<file path="src/verilog/touch_display_consts.svh">
`ifndef TOUCH_DISPLAY_CONSTS_SVH
`define TOUCH_DISPLAY_CONSTS_SVH

// panel geometry, pixels and lines
`define TFT_H_ACTIVE 480
`define TFT_H_TOTAL 525
`define TFT_V_ACTIVE 272
`define TFT_V_TOTAL 286

// cclk cycles per panel pixel
`define TFT_PIX_DIV 4

// cclk cycles per half period of touch_clk
`define TOUCH_CLK_DIV 8

// digitizer commands, start bit and channel select
`define TOUCH_CMD_X 8'hD0
`define TOUCH_CMD_Y 8'h90
`define TOUCH_CMD_Z 8'hB0

// calibration, raw counts to pixels
`define TOUCH_X_OFFSET 150
`define TOUCH_Y_OFFSET 300
`define TOUCH_SCALE_SHIFT 3

// touch present when z >> shift is nonzero
`define TOUCH_Z_SHIFT 8

// backlight pwm counts minus one
`define PWM_PERIOD 255

`endif
</file>
<file path="src/verilog/touch_display_pkg.sv">
package touch_display_pkg;

	// one digitizer round, x in the top bits
	typedef struct packed {
		logic [11:0] x;
		logic [11:0] y;
		// pressure channel
		logic [11:0] z;
	} touch_sample_t;

	// cursor in panel coordinates
	typedef struct packed {
		// column, 0 to 479
		logic [8:0] x;
		// row, 0 to 271
		logic [8:0] y;
	} cursor_t;

	// one panel pixel
	typedef struct packed {
		logic [7:0] red;
		logic [7:0] green;
		logic [7:0] blue;
	} rgb_t;

	// current scan position, blanking included
	typedef struct packed {
		// counts up to TFT_H_TOTAL - 1
		logic [9:0] x;
		// counts up to TFT_V_TOTAL - 1
		logic [8:0] y;
	} pixel_pos_t;

endpackage

</file>
<file path="src/verilog/touch_display.sv">
`timescale 1ns/1ps

module touch_display (
	input  logic                    cclk,
	input  logic                    arst_n,
	input  logic [7:0]              switch,
	// touchpad lines
	input  logic                    touch_busy,
	input  logic                    touch_data_out,
	output logic                    touch_clk,
	output logic                    touch_csb,
	output logic                    touch_data_in,
	// panel lines
	output touch_display_pkg::rgb_t tft_rgb,
	output logic                    tft_data_ena,
	output logic                    tft_display,
	output logic                    tft_vdd,
	output logic                    tft_backlight
);

	touch_display_pkg::touch_sample_t sample;
	logic sample_valid;
	logic new_frame;
	touch_display_pkg::cursor_t cursor;

	touchpad_controller touchpad_controller_inst (
		.cclk           (cclk),
		.arst_n         (arst_n),
		.touch_busy     (touch_busy),
		.touch_data_out (touch_data_out),
		.touch_clk      (touch_clk),
		.touch_csb      (touch_csb),
		.touch_data_in  (touch_data_in),
		.sample         (sample),
		.sample_valid   (sample_valid)
	);

	// calibrated cursor, frame synchronous
	touch_position_latch touch_position_latch_inst (
		.cclk         (cclk),
		.arst_n       (arst_n),
		.sample       (sample),
		.sample_valid (sample_valid),
		.new_frame    (new_frame),
		.cursor       (cursor)
	);

	// switches set the backlight duty
	tft_driver tft_driver_inst (
		.cclk          (cclk),
		.arst_n        (arst_n),
		.duty_cycle    (switch),
		.cursor        (cursor),
		.tft_rgb       (tft_rgb),
		.tft_data_ena  (tft_data_ena),
		.tft_display   (tft_display),
		.tft_vdd       (tft_vdd),
		.tft_backlight (tft_backlight),
		.new_frame     (new_frame)
	);

endmodule

</file>
<file path="src/verilog/tft_driver.sv">
`timescale 1ns/1ps

module tft_driver (
	input  logic                       cclk,
	input  logic                       arst_n,
	input  logic [7:0]                 duty_cycle,
	input  touch_display_pkg::cursor_t cursor,
	output touch_display_pkg::rgb_t    tft_rgb,
	output logic                       tft_data_ena,
	output logic                       tft_display,
	output logic                       tft_vdd,
	output logic                       tft_backlight,
	output logic                       new_frame
);

	logic pix_en;
	touch_display_pkg::pixel_pos_t pos;
	logic active;
	logic on_cursor;
	// panel power, up right after reset
	logic power_on;

	tft_timing tft_timing_inst (
		.cclk      (cclk),
		.arst_n    (arst_n),
		.pix_en    (pix_en),
		.pos       (pos),
		.active    (active),
		.new_frame (new_frame)
	);

	backlight_pwm backlight_pwm_inst (
		.cclk       (cclk),
		.arst_n     (arst_n),
		.duty_cycle (duty_cycle),
		.pwm        (tft_backlight)
	);

	// crosshair column or row
	assign on_cursor = active && ((pos.x == {1'b0, cursor.x}) || (pos.y == cursor.y));

	always_ff @(posedge cclk or negedge arst_n) begin
		if (!arst_n) begin
			tft_data_ena <= 1'b0;
			power_on <= 1'b0;
		end else begin
			power_on <= 1'b1;
			if (pix_en) begin
				tft_data_ena <= active;
			end
		end
	end

	// pixel data, same pixel as tft_data_ena
	always_ff @(posedge cclk) begin
		if (pix_en) begin
			tft_rgb <= on_cursor ? 24'hFF_FF_FF : 24'h00_00_00;
		end
	end

	assign tft_display = power_on;
	assign tft_vdd = power_on;

endmodule

</file>
<file path="src/verilog/backlight_pwm.sv">
`timescale 1ns/1ps

`include "touch_display_consts.svh"

module backlight_pwm (
	input  logic       cclk,
	input  logic       arst_n,
	input  logic [7:0] duty_cycle,
	output logic       pwm
);

	logic [7:0] cnt;
	// duty taken once per period
	logic [7:0] duty_q;
	logic wrap;

	assign wrap = (cnt == 8'(`PWM_PERIOD));

	always_ff @(posedge cclk or negedge arst_n) begin
		if (!arst_n) begin
			cnt <= '0;
			duty_q <= '0;
			pwm <= 1'b0;
		end else begin
			if (wrap) begin
				cnt <= '0;
				duty_q <= duty_cycle;
			end else begin
				cnt <= cnt + 8'd1;
			end
			// high for the first duty_q counts
			pwm <= (cnt < duty_q);
		end
	end

endmodule

</file>
<file path="src/verilog/tft_timing.sv">
`timescale 1ns/1ps

`include "touch_display_consts.svh"

module tft_timing (
	input  logic                          cclk,
	input  logic                          arst_n,
	output logic                          pix_en,
	output touch_display_pkg::pixel_pos_t pos,
	output logic                          active,
	output logic                          new_frame
);

	logic [$clog2(`TFT_PIX_DIV)-1:0] div_cnt;
	logic line_end;
	logic frame_end;

	// one pixel every TFT_PIX_DIV cycles
	assign pix_en = (div_cnt == ($clog2(`TFT_PIX_DIV))'(`TFT_PIX_DIV - 1));
	assign line_end = (pos.x == 10'(`TFT_H_TOTAL - 1));
	assign frame_end = line_end && (pos.y == 9'(`TFT_V_TOTAL - 1));
	// visible area, blanking is the rest
	assign active = (pos.x < 10'(`TFT_H_ACTIVE)) && (pos.y < 9'(`TFT_V_ACTIVE));

	always_ff @(posedge cclk or negedge arst_n) begin
		if (!arst_n) begin
			div_cnt <= '0;
		end else if (pix_en) begin
			div_cnt <= '0;
		end else begin
			div_cnt <= div_cnt + 1'b1;
		end
	end

	always_ff @(posedge cclk or negedge arst_n) begin
		if (!arst_n) begin
			pos <= '0;
			new_frame <= 1'b0;
		end else begin
			// pulse lands with pos back at 0,0
			new_frame <= pix_en && frame_end;
			if (pix_en) begin
				if (line_end) begin
					pos.x <= '0;
					pos.y <= frame_end ? 9'd0 : pos.y + 9'd1;
				end else begin
					pos.x <= pos.x + 10'd1;
				end
			end
		end
	end

	a_frame_at_origin: assert property (
		@(posedge cclk) disable iff (!arst_n)
		new_frame |-> (pos == '0) && $past(pix_en)
	);

endmodule

</file>
<file path="src/verilog/touch_position_latch.sv">
`timescale 1ns/1ps

`include "touch_display_consts.svh"

module touch_position_latch (
	input  logic                             cclk,
	input  logic                             arst_n,
	input  touch_display_pkg::touch_sample_t sample,
	input  logic                             sample_valid,
	input  logic                             new_frame,
	output touch_display_pkg::cursor_t       cursor
);

	logic [11:0] x_adj;
	logic [11:0] y_adj;
	// calibrated position, waits for a frame boundary
	touch_display_pkg::cursor_t pending;
	logic pending_touch;

	// offsets wrap modulo 12 bits
	assign x_adj = sample.x - 12'(`TOUCH_X_OFFSET);
	assign y_adj = sample.y - 12'(`TOUCH_Y_OFFSET);

	always_ff @(posedge cclk) begin
		if (sample_valid) begin
			pending.x <= 9'(x_adj >> `TOUCH_SCALE_SHIFT);
			pending.y <= 9'(y_adj >> `TOUCH_SCALE_SHIFT);
		end
	end

	always_ff @(posedge cclk or negedge arst_n) begin
		if (!arst_n) begin
			pending_touch <= 1'b0;
			cursor <= '0;
		end else begin
			// pressure test, light touches keep the old cursor
			if (sample_valid) begin
				pending_touch <= ((sample.z >> `TOUCH_Z_SHIFT) != 12'd0);
			end
			// move only between frames so no tearing
			if (new_frame && pending_touch) begin
				cursor <= pending;
			end
		end
	end

	a_cursor_frame_sync: assert property (
		@(posedge cclk) disable iff (!arst_n)
		!$stable(cursor) |-> $past(new_frame)
	);

endmodule

</file>
<file path="src/verilog/touchpad_controller.sv">
`timescale 1ns/1ps

`include "touch_display_consts.svh"

module touchpad_controller (
	input  logic                             cclk,
	input  logic                             arst_n,
	input  logic                             touch_busy,
	input  logic                             touch_data_out,
	output logic                             touch_clk,
	output logic                             touch_csb,
	output logic                             touch_data_in,
	output touch_display_pkg::touch_sample_t sample,
	output logic                             sample_valid
);

	typedef enum logic [2:0] {ST_GAP, ST_CMD, ST_BUSY, ST_READ, ST_PAD} state_t;

	state_t state;
	logic [$clog2(`TOUCH_CLK_DIV)-1:0] div_cnt;
	logic half_tick;
	logic rise;
	logic fall;
	// bits or half periods, depending on state
	logic [3:0] bit_cnt;
	// 0 = x, 1 = y, 2 = z
	logic [1:0] ch;
	logic [7:0] cmd;
	logic [7:0] cmd_next;
	logic [11:0] shift;
	logic [11:0] result;
	logic [11:0] x_hold;
	logic [11:0] y_hold;

	function automatic logic [7:0] chan_cmd(input logic [1:0] c);
		case (c)
			2'd0: chan_cmd = `TOUCH_CMD_X;
			2'd1: chan_cmd = `TOUCH_CMD_Y;
			default: chan_cmd = `TOUCH_CMD_Z;
		endcase
	endfunction

	assign cmd = chan_cmd(ch);
	assign cmd_next = chan_cmd(ch + 2'd1);
	assign half_tick = (div_cnt == ($clog2(`TOUCH_CLK_DIV))'(`TOUCH_CLK_DIV - 1));
	// touch_clk only runs while csb is low
	assign rise = half_tick && (state != ST_GAP) && !touch_clk;
	assign fall = half_tick && touch_clk;
	assign result = {shift[10:0], touch_data_out};

	// free running half period divider
	always_ff @(posedge cclk or negedge arst_n) begin
		if (!arst_n) begin
			div_cnt <= '0;
		end else if (half_tick) begin
			div_cnt <= '0;
		end else begin
			div_cnt <= div_cnt + 1'b1;
		end
	end

	always_ff @(posedge cclk or negedge arst_n) begin
		if (!arst_n) begin
			state <= ST_GAP;
			touch_csb <= 1'b1;
			touch_clk <= 1'b0;
			touch_data_in <= 1'b0;
			bit_cnt <= '0;
			ch <= '0;
			sample_valid <= 1'b0;
		end else begin
			sample_valid <= 1'b0;
			if (half_tick && state == ST_GAP) begin
				// gap is 2 touch_clk periods, 4 half ticks
				if (bit_cnt == 4'd3) begin
					touch_csb <= 1'b0;
					state <= ST_CMD;
					bit_cnt <= '0;
					touch_data_in <= cmd[7];
				end else begin
					bit_cnt <= bit_cnt + 1'b1;
				end
			end else if (half_tick) begin
				touch_clk <= ~touch_clk;
			end
			// last z bit in, publish on the next cycle
			if (rise && state == ST_READ && bit_cnt == 4'd11 && ch == 2'd2) begin
				sample_valid <= 1'b1;
			end
			// state steps on falling edges, end of each period
			if (fall) begin
				case (state)
					ST_CMD: begin
						if (bit_cnt == 4'd7) begin
							state <= ST_BUSY;
							bit_cnt <= '0;
							touch_data_in <= 1'b0;
						end else begin
							bit_cnt <= bit_cnt + 1'b1;
							// msb first
							touch_data_in <= cmd[3'd6 - bit_cnt[2:0]];
						end
					end
					ST_BUSY: begin
						// hold here until the conversion ends
						if (!touch_busy) begin
							state <= ST_READ;
							bit_cnt <= '0;
						end
					end
					ST_READ: begin
						if (bit_cnt == 4'd11) begin
							state <= ST_PAD;
							bit_cnt <= '0;
						end else begin
							bit_cnt <= bit_cnt + 1'b1;
						end
					end
					ST_PAD: begin
						if (bit_cnt != 4'd2) begin
							bit_cnt <= bit_cnt + 1'b1;
						end else if (ch == 2'd2) begin
							// round done, csb up for the gap
							state <= ST_GAP;
							touch_csb <= 1'b1;
							ch <= '0;
							bit_cnt <= '0;
						end else begin
							ch <= ch + 2'd1;
							state <= ST_CMD;
							bit_cnt <= '0;
							touch_data_in <= cmd_next[7];
						end
					end
					default: state <= ST_GAP;
				endcase
			end
		end
	end

	// result shift register and per channel holds
	always_ff @(posedge cclk) begin
		if (rise && state == ST_READ) begin
			shift <= result;
			if (bit_cnt == 4'd11) begin
				case (ch)
					2'd0: x_hold <= result;
					2'd1: y_hold <= result;
					default: sample <= '{x: x_hold, y: y_hold, z: result};
				endcase
			end
		end
	end

	a_clk_quiet_when_idle: assert property (
		@(posedge cclk) disable iff (!arst_n)
		(touch_csb && $past(touch_csb)) |-> $stable(touch_clk)
	);

endmodule

</file>
<file path="config.mk">
export PLATFORM = sky130hd
export DESIGN_NAME = touch_display
export DESIGN_NICKNAME = d
export VERILOG_FILES = /design/src/verilog/touch_display_pkg.sv /design/src/verilog/touch_display.sv /design/src/verilog/tft_driver.sv /design/src/verilog/backlight_pwm.sv /design/src/verilog/tft_timing.sv /design/src/verilog/touch_position_latch.sv /design/src/verilog/touchpad_controller.sv
export VERILOG_INCLUDE_DIRS = /design/src /design/src/verilog
export SDC_FILE = /design/constraint.sdc
export NUM_CORES = 1
export LEC_CHECK = 0
export BUFFER_PORTS_ARGS = -buffer_cell sky130_fd_sc_hd__buf_2
export CORE_MARGIN = 3
export CORE_UTILIZATION = 26
export CTS_BUF_LIST = sky130_fd_sc_hd__clkbuf_16
export DETAILED_ROUTE_END_ITERATION = 10
export GPL_TIMING_DRIVEN = 1
export PLACE_DENSITY = 0.44
export REMOVE_ABC_BUFFERS = 1
export SLEW_MARGIN = 40
export SYNTH_ARGS = -nofsm -noshare
export SYNTH_HDL_FRONTEND = slang
export SYNTH_SLANG_ARGS = --single-unit
</file>
<file path="constraint.sdc">
create_clock -name cclk -period 4.06 [get_ports cclk]
set_input_delay 0.812 -clock cclk [delete_from_list [all_inputs] [get_ports cclk]]
set_output_delay 0.812 -clock cclk [all_outputs]
set_load 0.02 [all_outputs]
</file>
==> results of run 1 <==
through the flow:
step / cells / util, %
2_1_floorplan: 481 / -
3_3_place_gp: 850 / 28.3
3_5_place_dp: 850 / 28.3
4_1_cts: 882 / 30.7
5_1_grt: 882 / 30.7
6_report: 882 / 30.7
power by group through the flow:
stage | sequential [W] | combinational (W) | clock, W
after CTS | 0.00161 | 0.0000251 | 0.00158
final | 0.00161 | 0.0000237 | 0.00153
after floorplan | 0.00164 | 0.000000175 | 0
after detailed placement | 0.00164 | 0.0000249 | 0
after global routing | 0.00161 | 0.0000280 | 0.00166
after global placement | 0.00164 | 0.0000246 | 0
state kept, by name (all words and copies together), names as in the netlist, 2 cells and up, named ones only:
register	count
touchpad_controller_inst.sample	25
tft_driver_inst.tft_timing_inst.pos	19
touch_position_latch_inst.cursor	18
touch_position_latch_inst.pending	18
touchpad_controller_inst.shift	11
touchpad_controller_inst.x_hold	11
touchpad_controller_inst.y_hold	10
tft_driver_inst.backlight_pwm_inst.cnt	8
tft_driver_inst.backlight_pwm_inst.duty_q	8
touchpad_controller_inst.bit_cnt	4
touchpad_controller_inst.div_cnt	3
tft_driver_inst.tft_timing_inst.div_cnt	2
touchpad_controller_inst.ch	2
touchpad_controller_inst.state	2
cell usage in the layout (no fill, tap or decap), types with 4 or more instances in the layout:
cell | Yosys | layout
ha_1 | 18 | 18
nor3b_1 | 5 | 4
nand2_1 | 39 | 39
edfxtp_1 | 76 | 76
nor3_1 | 5 | 5
and3_1 | 8 | 8
nand4_1 | 7 | 7
nor4_1 | 5 | 5
nand2b_1 | 5 | 5
buf_2 | 4 | 41
nor2_1 | 36 | 35
nor2b_1 | 8 | 8
clkbuf_16 | 0 | 18
xnor2_1 | 28 | 28
o31ai_1 | 4 | 4
nand3_1 | 15 | 15
xor2_1 | 19 | 19
dfrtp_1 | 75 | 75
inv_1 | 20 | 21
clkinv_2 | 0 | 5
o21ai_0 | 28 | 28
o22ai_1 | 5 | 5
mux2_2 | 20 | 20
a21oi_1 | 14 | 14
cells by family after synthesis:
| kind of cell | after synthesis |
|---|---|
| buffers and inverters | 59 |
| multiplexers | 23 |
| AO/OA/AOI/OAI | 71 |
| flip-flops | 152 |
| XOR/XNOR | 47 |
| adder cells (fa/ha/maj) | 18 |
| AND/OR/NAND/NOR | 149 |
| other | 1 |
metal layers:
metal / up-vias / GRT usage [%] / wire (microns) / part of all wire, %
li1: 1881 / - / - / -
met1: 1821 / 10.8 / 5070 / 46
met2: 85 / 13.4 / 5060 / 46
met3: 21 / 2.77 / 550 / 5.0
met4: 0 / 4.88 / 334 / 3.0
met5: - / 0 / 0 / 0
path summary, 6_finish.rpt:
kind | endpoint | slack (ns) | start
setup / recovery | touchpad_controller_inst.y_hold[8] | 1.64 | touchpad_controller_inst.state[1]
hold / removal | touchpad_controller_inst.state[0] | 0.37 | arst_n
setup reg to reg | touchpad_controller_inst.y_hold[8] | 1.64 | touchpad_controller_inst.state[1]
hold reg to reg | touchpad_controller_inst.sample[32] | 0.42 | touchpad_controller_inst.x_hold[8]
max in group asynchronous | touch_position_latch_inst.cursor[2] | 3.02 | arst_n
min in group cclk | touchpad_controller_inst.sample[32] | 0.42 | touchpad_controller_inst.x_hold[8]
worst register-to-register path: stages, from the launching register on:
cell and delay [ns]:
dfrtp_1 0.53, nor2b_1 0.23, nand2_1 0.11, nor3b_2 0.19, buf_4 0.21, nand2_1 0.16
nor2_1 0.60
cell type report:
class	count	area (sq um)	share of cell area, %
Timing Repair Buffer	45	239	3.15
Clock inverter	14	133	1.75
Tap cell	324	405	5.35
Multi-Input combinational cell	309	2090	27.6
Clock buffer	18	450	5.94
Inverter	20	75.1	0.991
Sequential cell	152	4190	55.2
==> results.toml, run 1 <==
[logic_synthesis]
synth_area_leader_cell = "edfxtp_1"
yosysUniqueCellTypes = 55
yosys.area_share.adder_pct = 3.40
synth-seq-cells = 152
syn_avg_cell_area_sq_um = 12.7
synth_edf_count = 76
synthSimpleGateAreaFrac_pct = 11.3
synth_top_family_by_area = "simple AND/OR/NAND/NOR gates"
ys.flop_type = "edfxtp_1"
async_flop_share_pct = 50.0
post-synth-top-count-cell = "edfxtp_1"
synth_common_cells = "76 x edfxtp_1, 75 x dfrtp_1, 39 x nand2_1"
synth_xor_area_share_pct = 6.22
synth_compound_area_share_pct = 6.54
synth_area_leaders = "edfxtp_1 34%, dfrtp_1 28%, xnor2_1 3.7%"
syn_inst = 520
ys_seq_area_share_pct = 63.2
synthMuxAreaShare_pct = 3.86
ys_warn_count = 0
synth_top_area_share_pct = 34.5
netlist_area_sq_um = 6620

[die]
row_count = 57
die_area_sq_um = 27400
die_y_microns = 166
initial_core_util_pct = 26.8
die_x_microns = 166
ios = 43
core-area_sq_um = 24700

[cells_and_area]
syn_to_final_growth_pct = 14.5
layout-drive-gt1-share_pct = 18.5
design_area_sq_um = 7580
nFillCells = 2543
fin_nets = 575
antenna_cells = 0

[sta]
max_freq_mhz = 414
worstMarginPinSlew_ns = 0.794
fin_crit_sh_pct = 59.5
drv_slew = 0
hold_viol = 0
slew-limit-headroom_pct = 46.3
rsz0062_at_grt = "no"
setup_tns_ns = 0
fin_skew_ns = 0.00747
holdWs_ns = 0.369
setup_viol = 0
min_period_ns = 2.42
setup_ws_ns = 1.64

[global_route]
grt_pass1_vias = 3726
grt_max_degree = 63
grt_pass1_wl_mm = 18.6
grtUsageTotal_pct = 8.69
grt_overflow = 0
antenna_found_initial = 0

[clocking]
clkTransAtPathRegs_ns = 0.06
tritoncts = "done"
clock-root-buffer = "clkbuf_16"
postCtsHoldBufs = 0
htree_num_levels = 4
cts.sinks = 152
cts_setup_buffers = 0
numCtsBuffers = 17
cts_resized = 0
clock_latency_ns = 0.42
cts_buffer_depth = 2

[drt]
dr.pass1.iters = 4
drt-total-wl_mm = 11.0
wire_per_inst_microns = 12.5
vias = 3808
ant_nets = 0
drtIter0Drc = 306
drcViolationCount = 0
vias_per_cell = 4.32

[setup_path]
cp-end-kind = "flop"
worstRegToRegCells = 6
critPathMaxFanout = 12
critPathLaunchType = "flop"
worst-path-buf-inv = 1
cp_top_family = "simple AND/OR/NAND/NOR gates"
cpMostUsedCell = "nand2_1"
slowest_delay_ns = 0.60
worst_ep_arrival_time_ns = 2.46
cp_data_required_time_ns = 4.10
path_depth = 6
critPathSlowestCell = "nor2_1"
crit_chain = "nor2b_1, nand2_1, nor3b_2, buf_4, nand2_1, nor2_1"
worstSetupPathType = "flop to flop"

[power_and_ir_drop]
intPower_w = 0.00255
p_leak_nw = 3.04
switchingPower_w = 0.000620
switching_share_pct = 19.6
ir_drop_v = 0.000298
p_comb_share_pct = 0.7
finalPower_w = 0.00317
power_density_nw_per_um2 = 418
seqPwrFrac_pct = 50.8
clkPwrFrac_pct = 48.4

[hold_path]
hp-class = "input port to asynchronous set/reset pin"

[placed_design]
dpl.hpwl_mm = 7.70
place_area_sq_um = 6990
globalplace.congestion = 0.878
pre_cts_ws_ns = 1.66
portBuffers = 42

[flow_run]
maxCapViolCount = 0

[run_status]
status = "finished, final reports clean"
(Power assumes the default switching activity.)
==> inputs of run 2 (changes only) <==
- PLACE_DENSITY: 0.44 -> 0.45
- clock period: 4.06 -> 1.95 ns (I/O delays scaled with it)
==> run 2 against run 1 <==
Highest routed layer unchanged. Clock power rose by 95%. Sequential power rose by 110%. Die area did not move. Worst hold slack got worse by 0.20 ns. Utilization rose by 0.93 points. Critical path type unchanged. Register-to-register slack got worse by 1.6 ns. Setup slack got worse by 1.6 ns. Critical path depth rose by 2. Largest cell class unchanged. Via count rose by 1.7%. Global-route usage rose by 0.21 points.
==> results.toml, run 2 (same netlist as run 1, synthesis figures left out) <==
[run_status]
status = "finished, final reports clean"

[die]
initial_core_util_pct = 26.8
die_y_microns = 166
ios = 43
row_count = 57
core-area_sq_um = 24700
die_area_sq_um = 27400
die_x_microns = 166

[global_route]
grt_overflow = 0
grt_pass1_vias = 3816
antenna_found_initial = 0
grt_pass1_wl_mm = 19.1
grtUsageTotal_pct = 8.90
grt_max_degree = 39

[drt]
drtIter0Drc = 253
dr.pass1.iters = 6
drcViolationCount = 0
vias = 3871
wire_per_inst_microns = 12.4
drt-total-wl_mm = 11.3
ant_nets = 0
vias_per_cell = 4.24

[sta]
min_period_ns = 1.92
fin_crit_sh_pct = 98.5
rsz0062_at_grt = "yes"
max_freq_mhz = 521
setup_viol = 0
hold_viol = 0
setup_tns_ns = 0
worstMarginPinSlew_ns = 0.720
slew-limit-headroom_pct = 51.3
fin_skew_ns = 0.00951
drv_slew = 0

[hold_path]
min_to = "touchpad_controller_inst.shift[0]"
hp-start = "touch_data_out"
hp-class = "input port to flop"
hold_depth = 1

[setup_path]
cp_data_required_time_ns = 2.24
cp-end-kind = "flop"
slowest_delay_ns = 0.39
worst_ep_arrival_time_ns = 2.21
worstRegToRegCells = 8
critPathMaxFanout = 3
crit_chain = "inv_2, ha_4, or3b_4, a222oi_1, buf_4, o21ai_0, a21oi_1, a311oi_1"
timing.rr.end = "touchpad_controller_inst.bit_cnt[3]"
critPathLaunch = "touchpad_controller_inst.bit_cnt[0]"
critPathLaunchType = "flop"
r2r_start = "touchpad_controller_inst.bit_cnt[0]"
cp_top_family = "compound AO/OA/AOI/OAI gates"
worst-path-buf-inv = 2
r2r_setup_slack_ns = 0.03
critPathSlowestCell = "dfrtp_1"
worstSetupPathType = "flop to flop"

[placed_design]
dpl.hpwl_mm = 8.21
place_area_sq_um = 7210
portBuffers = 42
globalplace.congestion = 0.812

[clocking]
cts.sinks = 152
clock_latency_ns = 0.41
clkTransAtPathRegs_ns = 0.07
clock-root-buffer = "clkbuf_16"
cts_buffer_depth = 2
htree_num_levels = 4
numCtsBuffers = 17
tritoncts = "done"

[cells_and_area]
reg.largest.list = "touchpad_controller_inst.sample (25), tft_driver_inst.tft_timing_inst.pos (19)"
fin_nets = 605
layout-drive-gt1-share_pct = 23.1
syn_to_final_growth_pct = 18.0
antenna_cells = 0
utilization_pct = 31.6
layout_common_cells = "76 x edfxtp_1, 75 x dfrtp_1, 41 x buf_2, 39 x nand2_1, 34 x nor2_1"
regMostFlops = "touchpad_controller_inst.sample"
design_area_sq_um = 7810
largest_reg_flops = 25
layout_commonest_cell = "edfxtp_1"

[power_and_ir_drop]
power_density_nw_per_um2 = 817
ir_drop_v = 0.000585
p_leak_nw = 3.18

[flow_run]
maxCapViolCount = 0
run 2: cell count changes in the layout (fill, tap and decap cells not counted), moves of 2 or more:
| cell | before | now |
|---|---|---|
| ha_1 | 18 | 16 |
| buf_12 | 0 | 2 |
| inv_1 | 21 | 23 |
| buf_4 | 3 | 31 |
| nor2_2 | 0 | 2 |
| clkinv_2 | 5 | 2 |
run 2: power breakdown:
part            total, W  switching (W)  leakage [nW]  internal (W)
clock            0.00298        0.00124         0.272       0.00173
combinational  0.0000570      0.0000393          1.27     0.0000177
sequential       0.00335    0.000000365          1.64       0.00335
total            0.00638        0.00128          3.18       0.00510
run 2: worst max path at each step:
| stage | endpoint | slack, ns | cells after the start |
|---|---|---|---|
| after floorplan | tft_rgb[0] | -1.65 | 0 |
| after global placement | touchpad_controller_inst.bit_cnt[0] | 0.04 | 7 |
| after detailed placement | touchpad_controller_inst.bit_cnt[0] | -0.02 | 7 |
| after CTS | tft_driver_inst.tft_timing_inst.pos[7] | 0.03 | 7 |
| after global routing | touchpad_controller_inst.bit_cnt[3] | -0.05 | 7 |
| final | touchpad_controller_inst.bit_cnt[3] | 0.03 | 8 |
run 2: per-layer routing:
layer	global-route usage [%]	wire [microns]
met1	11.2	5320
met2	14.0	5350
met3	3.32	496
met4	3.21	153
met5	0	0
run 2: metrics by stage:
step	cells	hold slack, ns	power, W	worst slack (ns)
after global placement	876	0.413	0.00347	0.0359
after CTS	910	0.153	0.00649	0.0256
after detailed placement	876	0.406	0.00347	-0.0214
after global routing	912	0.145	0.00664	-0.0510
after floorplan	481	0.0944	0.00342	-1.65
final	912	0.171	0.00638	0.0296
run 2: what timing repair did:
| item | CTS | global route |
|---|---|---|
| endpoints found under the setup margin | 4 | 19 |
| resized for setup | 1 | 8 |
| hold buffers | 1 | 0 |
| cloned | 0 | 0 |
| setup buffers | 1 | 2 |
| pin swaps | 1 | 2 |
| endpoints found under the hold margin | 34 | 0 |
run 2: layout make-up:
cell class                      instances  area, sq um
Inverter                               20         75.1
Clock buffer                           17          425
Tap cell                              324          405
Sequential cell                       152         4190
Clock inverter                         15          116
Multi-Input combinational cell        309         2110
Timing Repair Buffer                   75          488
Fill cell                            2530        16900
==> inputs of run 3 (changes only) <==
- ABC_AREA: unset -> 1
==> run 3 against run 2 <==
Cell count grew 11%. Sequential power hardly changed. Global-route usage is 0.26 points lower. Via count grew 7.4%. Clock power rose by 10%. Synthesized area up 3.8%. Utilization fell by 0.45 points. Synthesized cell count increased by 21%. Clock skew down 0.00090 ns. Highest routed layer unchanged.
==> results.toml, run 3 <==
[sta]
fin_crit_sh_pct = 91.2
setup_viol = 0
drv_slew = 0
max_freq_mhz = 562
fin_skew_ns = 0.00862
hold_viol = 0
rsz0062_at_grt = "no"
min_period_ns = 1.78

[die]
core-area_sq_um = 25500
die_area_sq_um = 28400
initial_core_util_pct = 26.9
ios = 43
row_count = 58
die_x_microns = 169
die_y_microns = 169

[global_route]
grt_pass1_wl_mm = 19.8
grt_max_degree = 33
grt_overflow = 0
use_met1_pct = 11.2
grt_pass1_vias = 4010
antenna_found_initial = 0
grtUsageTotal_pct = 8.64
grtUsageMet2_pct = 13.6
busiest_layer = "met2"
use_met3_pct = 2.71

[cells_and_area]
layout-drive-gt1-share_pct = 17.7
reg.largest.list = "touchpad_controller_inst.sample (25), tft_driver_inst.tft_timing_inst.pos (19)"
final_cells = 1012
largest_reg_flops = 25
layout_commonest_cell = "nand2_1"
layout_common_cells = "111 x nand2_1, 76 x edfxtp_1, 75 x dfrtp_1, 66 x inv_1, 48 x nand3_1"
utilization_pct = 31.2
fin_nets = 699
nFillCells = 2640
antenna_cells = 0
syn_to_final_growth_pct = 16.0
regMostFlops = "touchpad_controller_inst.sample"

[setup_path]
cp-end-kind = "flop"
r2r_start = "touchpad_controller_inst.div_cnt[0]"
critPathMaxFanout = 25
worstSetupPathType = "flop to flop"
worstRegToRegCells = 7
cp_data_required_time_ns = 2.07
timing.rr.end = "touchpad_controller_inst.sample[27]"
worst_ep_arrival_time_ns = 1.90
critPathLaunchType = "flop"
r2r_setup_slack_ns = 0.17

[logic_synthesis]
async_flop_share_pct = 50.0
synth_area_leader_cell = "edfxtp_1"
syn_inst = 630
ys_warn_count = 0
netlist_area_sq_um = 6870
synth_top_family_by_area = "simple AND/OR/NAND/NOR gates"
synthSimpleGateAreaFrac_pct = 17.3
synth_common_cells = "111 x nand2_1, 76 x edfxtp_1, 75 x dfrtp_1"
synth-seq-cells = 152
synth_area_leaders = "edfxtp_1 33%, dfrtp_1 27%, nand2_1 6.1%"
synth_edf_count = 76
syn_avg_cell_area_sq_um = 10.9
yosys.area_share.adder_pct = 3.28
synth_top_area_share_pct = 33.2
post-synth-top-count-cell = "nand2_1"
synth_xor_area_share_pct = 4.59
ys_seq_area_share_pct = 60.9
yosysUniqueCellTypes = 45
synth_compound_area_share_pct = 4.64
synthMuxAreaShare_pct = 1.97
ys.flop_type = "edfxtp_1"

[drt]
ant_nets = 0
drcViolationCount = 0
drt-total-wl_mm = 11.7
vias = 4157
wire_per_inst_microns = 11.5
vias_per_cell = 4.11
dr.pass1.iters = 4
drtIter0Drc = 241

[clocking]
cts_setup_buffers = 0
clock-root-buffer = "clkbuf_16"
clkTransAtPathRegs_ns = 0.06
cts.sinks = 152
clock_latency_ns = 0.42
tritoncts = "done"
htree_num_levels = 4
numCtsBuffers = 17
cts_buffer_depth = 2

[flow_run]
maxCapViolCount = 0

[power_and_ir_drop]
ir_drop_v = 0.000620
p_leak_nw = 3.46
power_density_nw_per_um2 = 841

[placed_design]
portBuffers = 42
dpl.hpwl_mm = 8.38
dp_cells = 979
globalplace.congestion = 0.769

[hold_path]
hp-start = "touch_data_out"
hp-class = "input port to flop"
min_to = "touchpad_controller_inst.shift[0]"
hold_depth = 1

[run_status]
status = "finished, final reports clean"
==> run 3: worst max path at each step <==
stage | from | endpoint | depth (start not counted)
2_1_floorplan | tft_driver_inst.tft_rgb[6] | tft_rgb[0] | 0
3_3_place_gp | touchpad_controller_inst.div_cnt[0] | touchpad_controller_inst.sample[25] | 7
3_5_place_dp | touchpad_controller_inst.div_cnt[0] | touchpad_controller_inst.sample[26] | 7
4_1_cts | touchpad_controller_inst.div_cnt[0] | touchpad_controller_inst.sample[31] | 7
5_1_grt | touchpad_controller_inst.div_cnt[0] | touchpad_controller_inst.x_hold[11] | 7
6_report | touchpad_controller_inst.div_cnt[0] | touchpad_controller_inst.sample[27] | 7
==> run 3: area by class of cell <==
type	count	area (sq um)	share of cell area [%]
clock buffer	19	475	5.97
clock inverter	13	123	1.54
inverter	69	260	3.27
multi-input combinational	376	2190	27.5
sequential	152	4190	52.5
tap	330	413	5.18
timing repair buffer	53	323	4.05
==> run 3: cells by family (layout without fill, tap and decap cells) <==
logic type	count (synthesis)	in the layout
AND/OR/NAND/NOR	250	250
flip-flops	152	152
buffers and inverters	102	154
AO/OA/AOI/OAI	59	59
XOR/XNOR	36	36
adder cells (fa/ha/maj)	18	18
multiplexers	12	12
other	1	1
==> run 3: timing repair <==
action,4_1_cts,5_1_grt
hold buffers,1,0
resized for setup,0,0
hold endpoints to repair,27,0
==> run 3: per-stage QoR <==
stage	setup slack, ns	setup TNS, ns	power (W)	instance area [sq um]	hold WS, ns
5_1_grt	0.0181	0	0.00695	7970	0.141
3_3_place_gp	0.229	0	0.00347	7360	0.367
4_1_cts	0.137	0	0.00681	7970	0.133
3_5_place_dp	0.164	0	0.00347	7360	0.366
2_1_floorplan	-1.65	-64.74	0.00342	6630	0.0944
6_report	0.171	0	0.00670	7970	0.155
==> run 3: routing by layer <==
layer  routed length (microns)  share of wire [%]  vias up
li1                          -                  -     2149
met5                         0                  0        -
met2                      5370                 46       74
met1                      5620                 48     1915
met3                       471                4.0       19
met4                       209                1.8        0
==> run 3: worst max-delay path, cell delays in order (launching register included) <==
cell     delay (ns)
dfrtp_1        0.35
ha_1           0.16
ha_1           0.25
nand2_2        0.12
nor3_4         0.15
nand2_2        0.11
nor2_2         0.14
buf_12         0.19
==> run 3: report_power, final <==
| group | internal, W | total [W] | switching (W) |
|---|---|---|---|
| logic | 0.0000177 | 0.0000575 | 0.0000398 |
| clock network | 0.00202 | 0.00329 | 0.00127 |
| registers | 0.00335 | 0.00335 | 0.000000362 |
| total | 0.00539 | 0.00670 | 0.00131 |
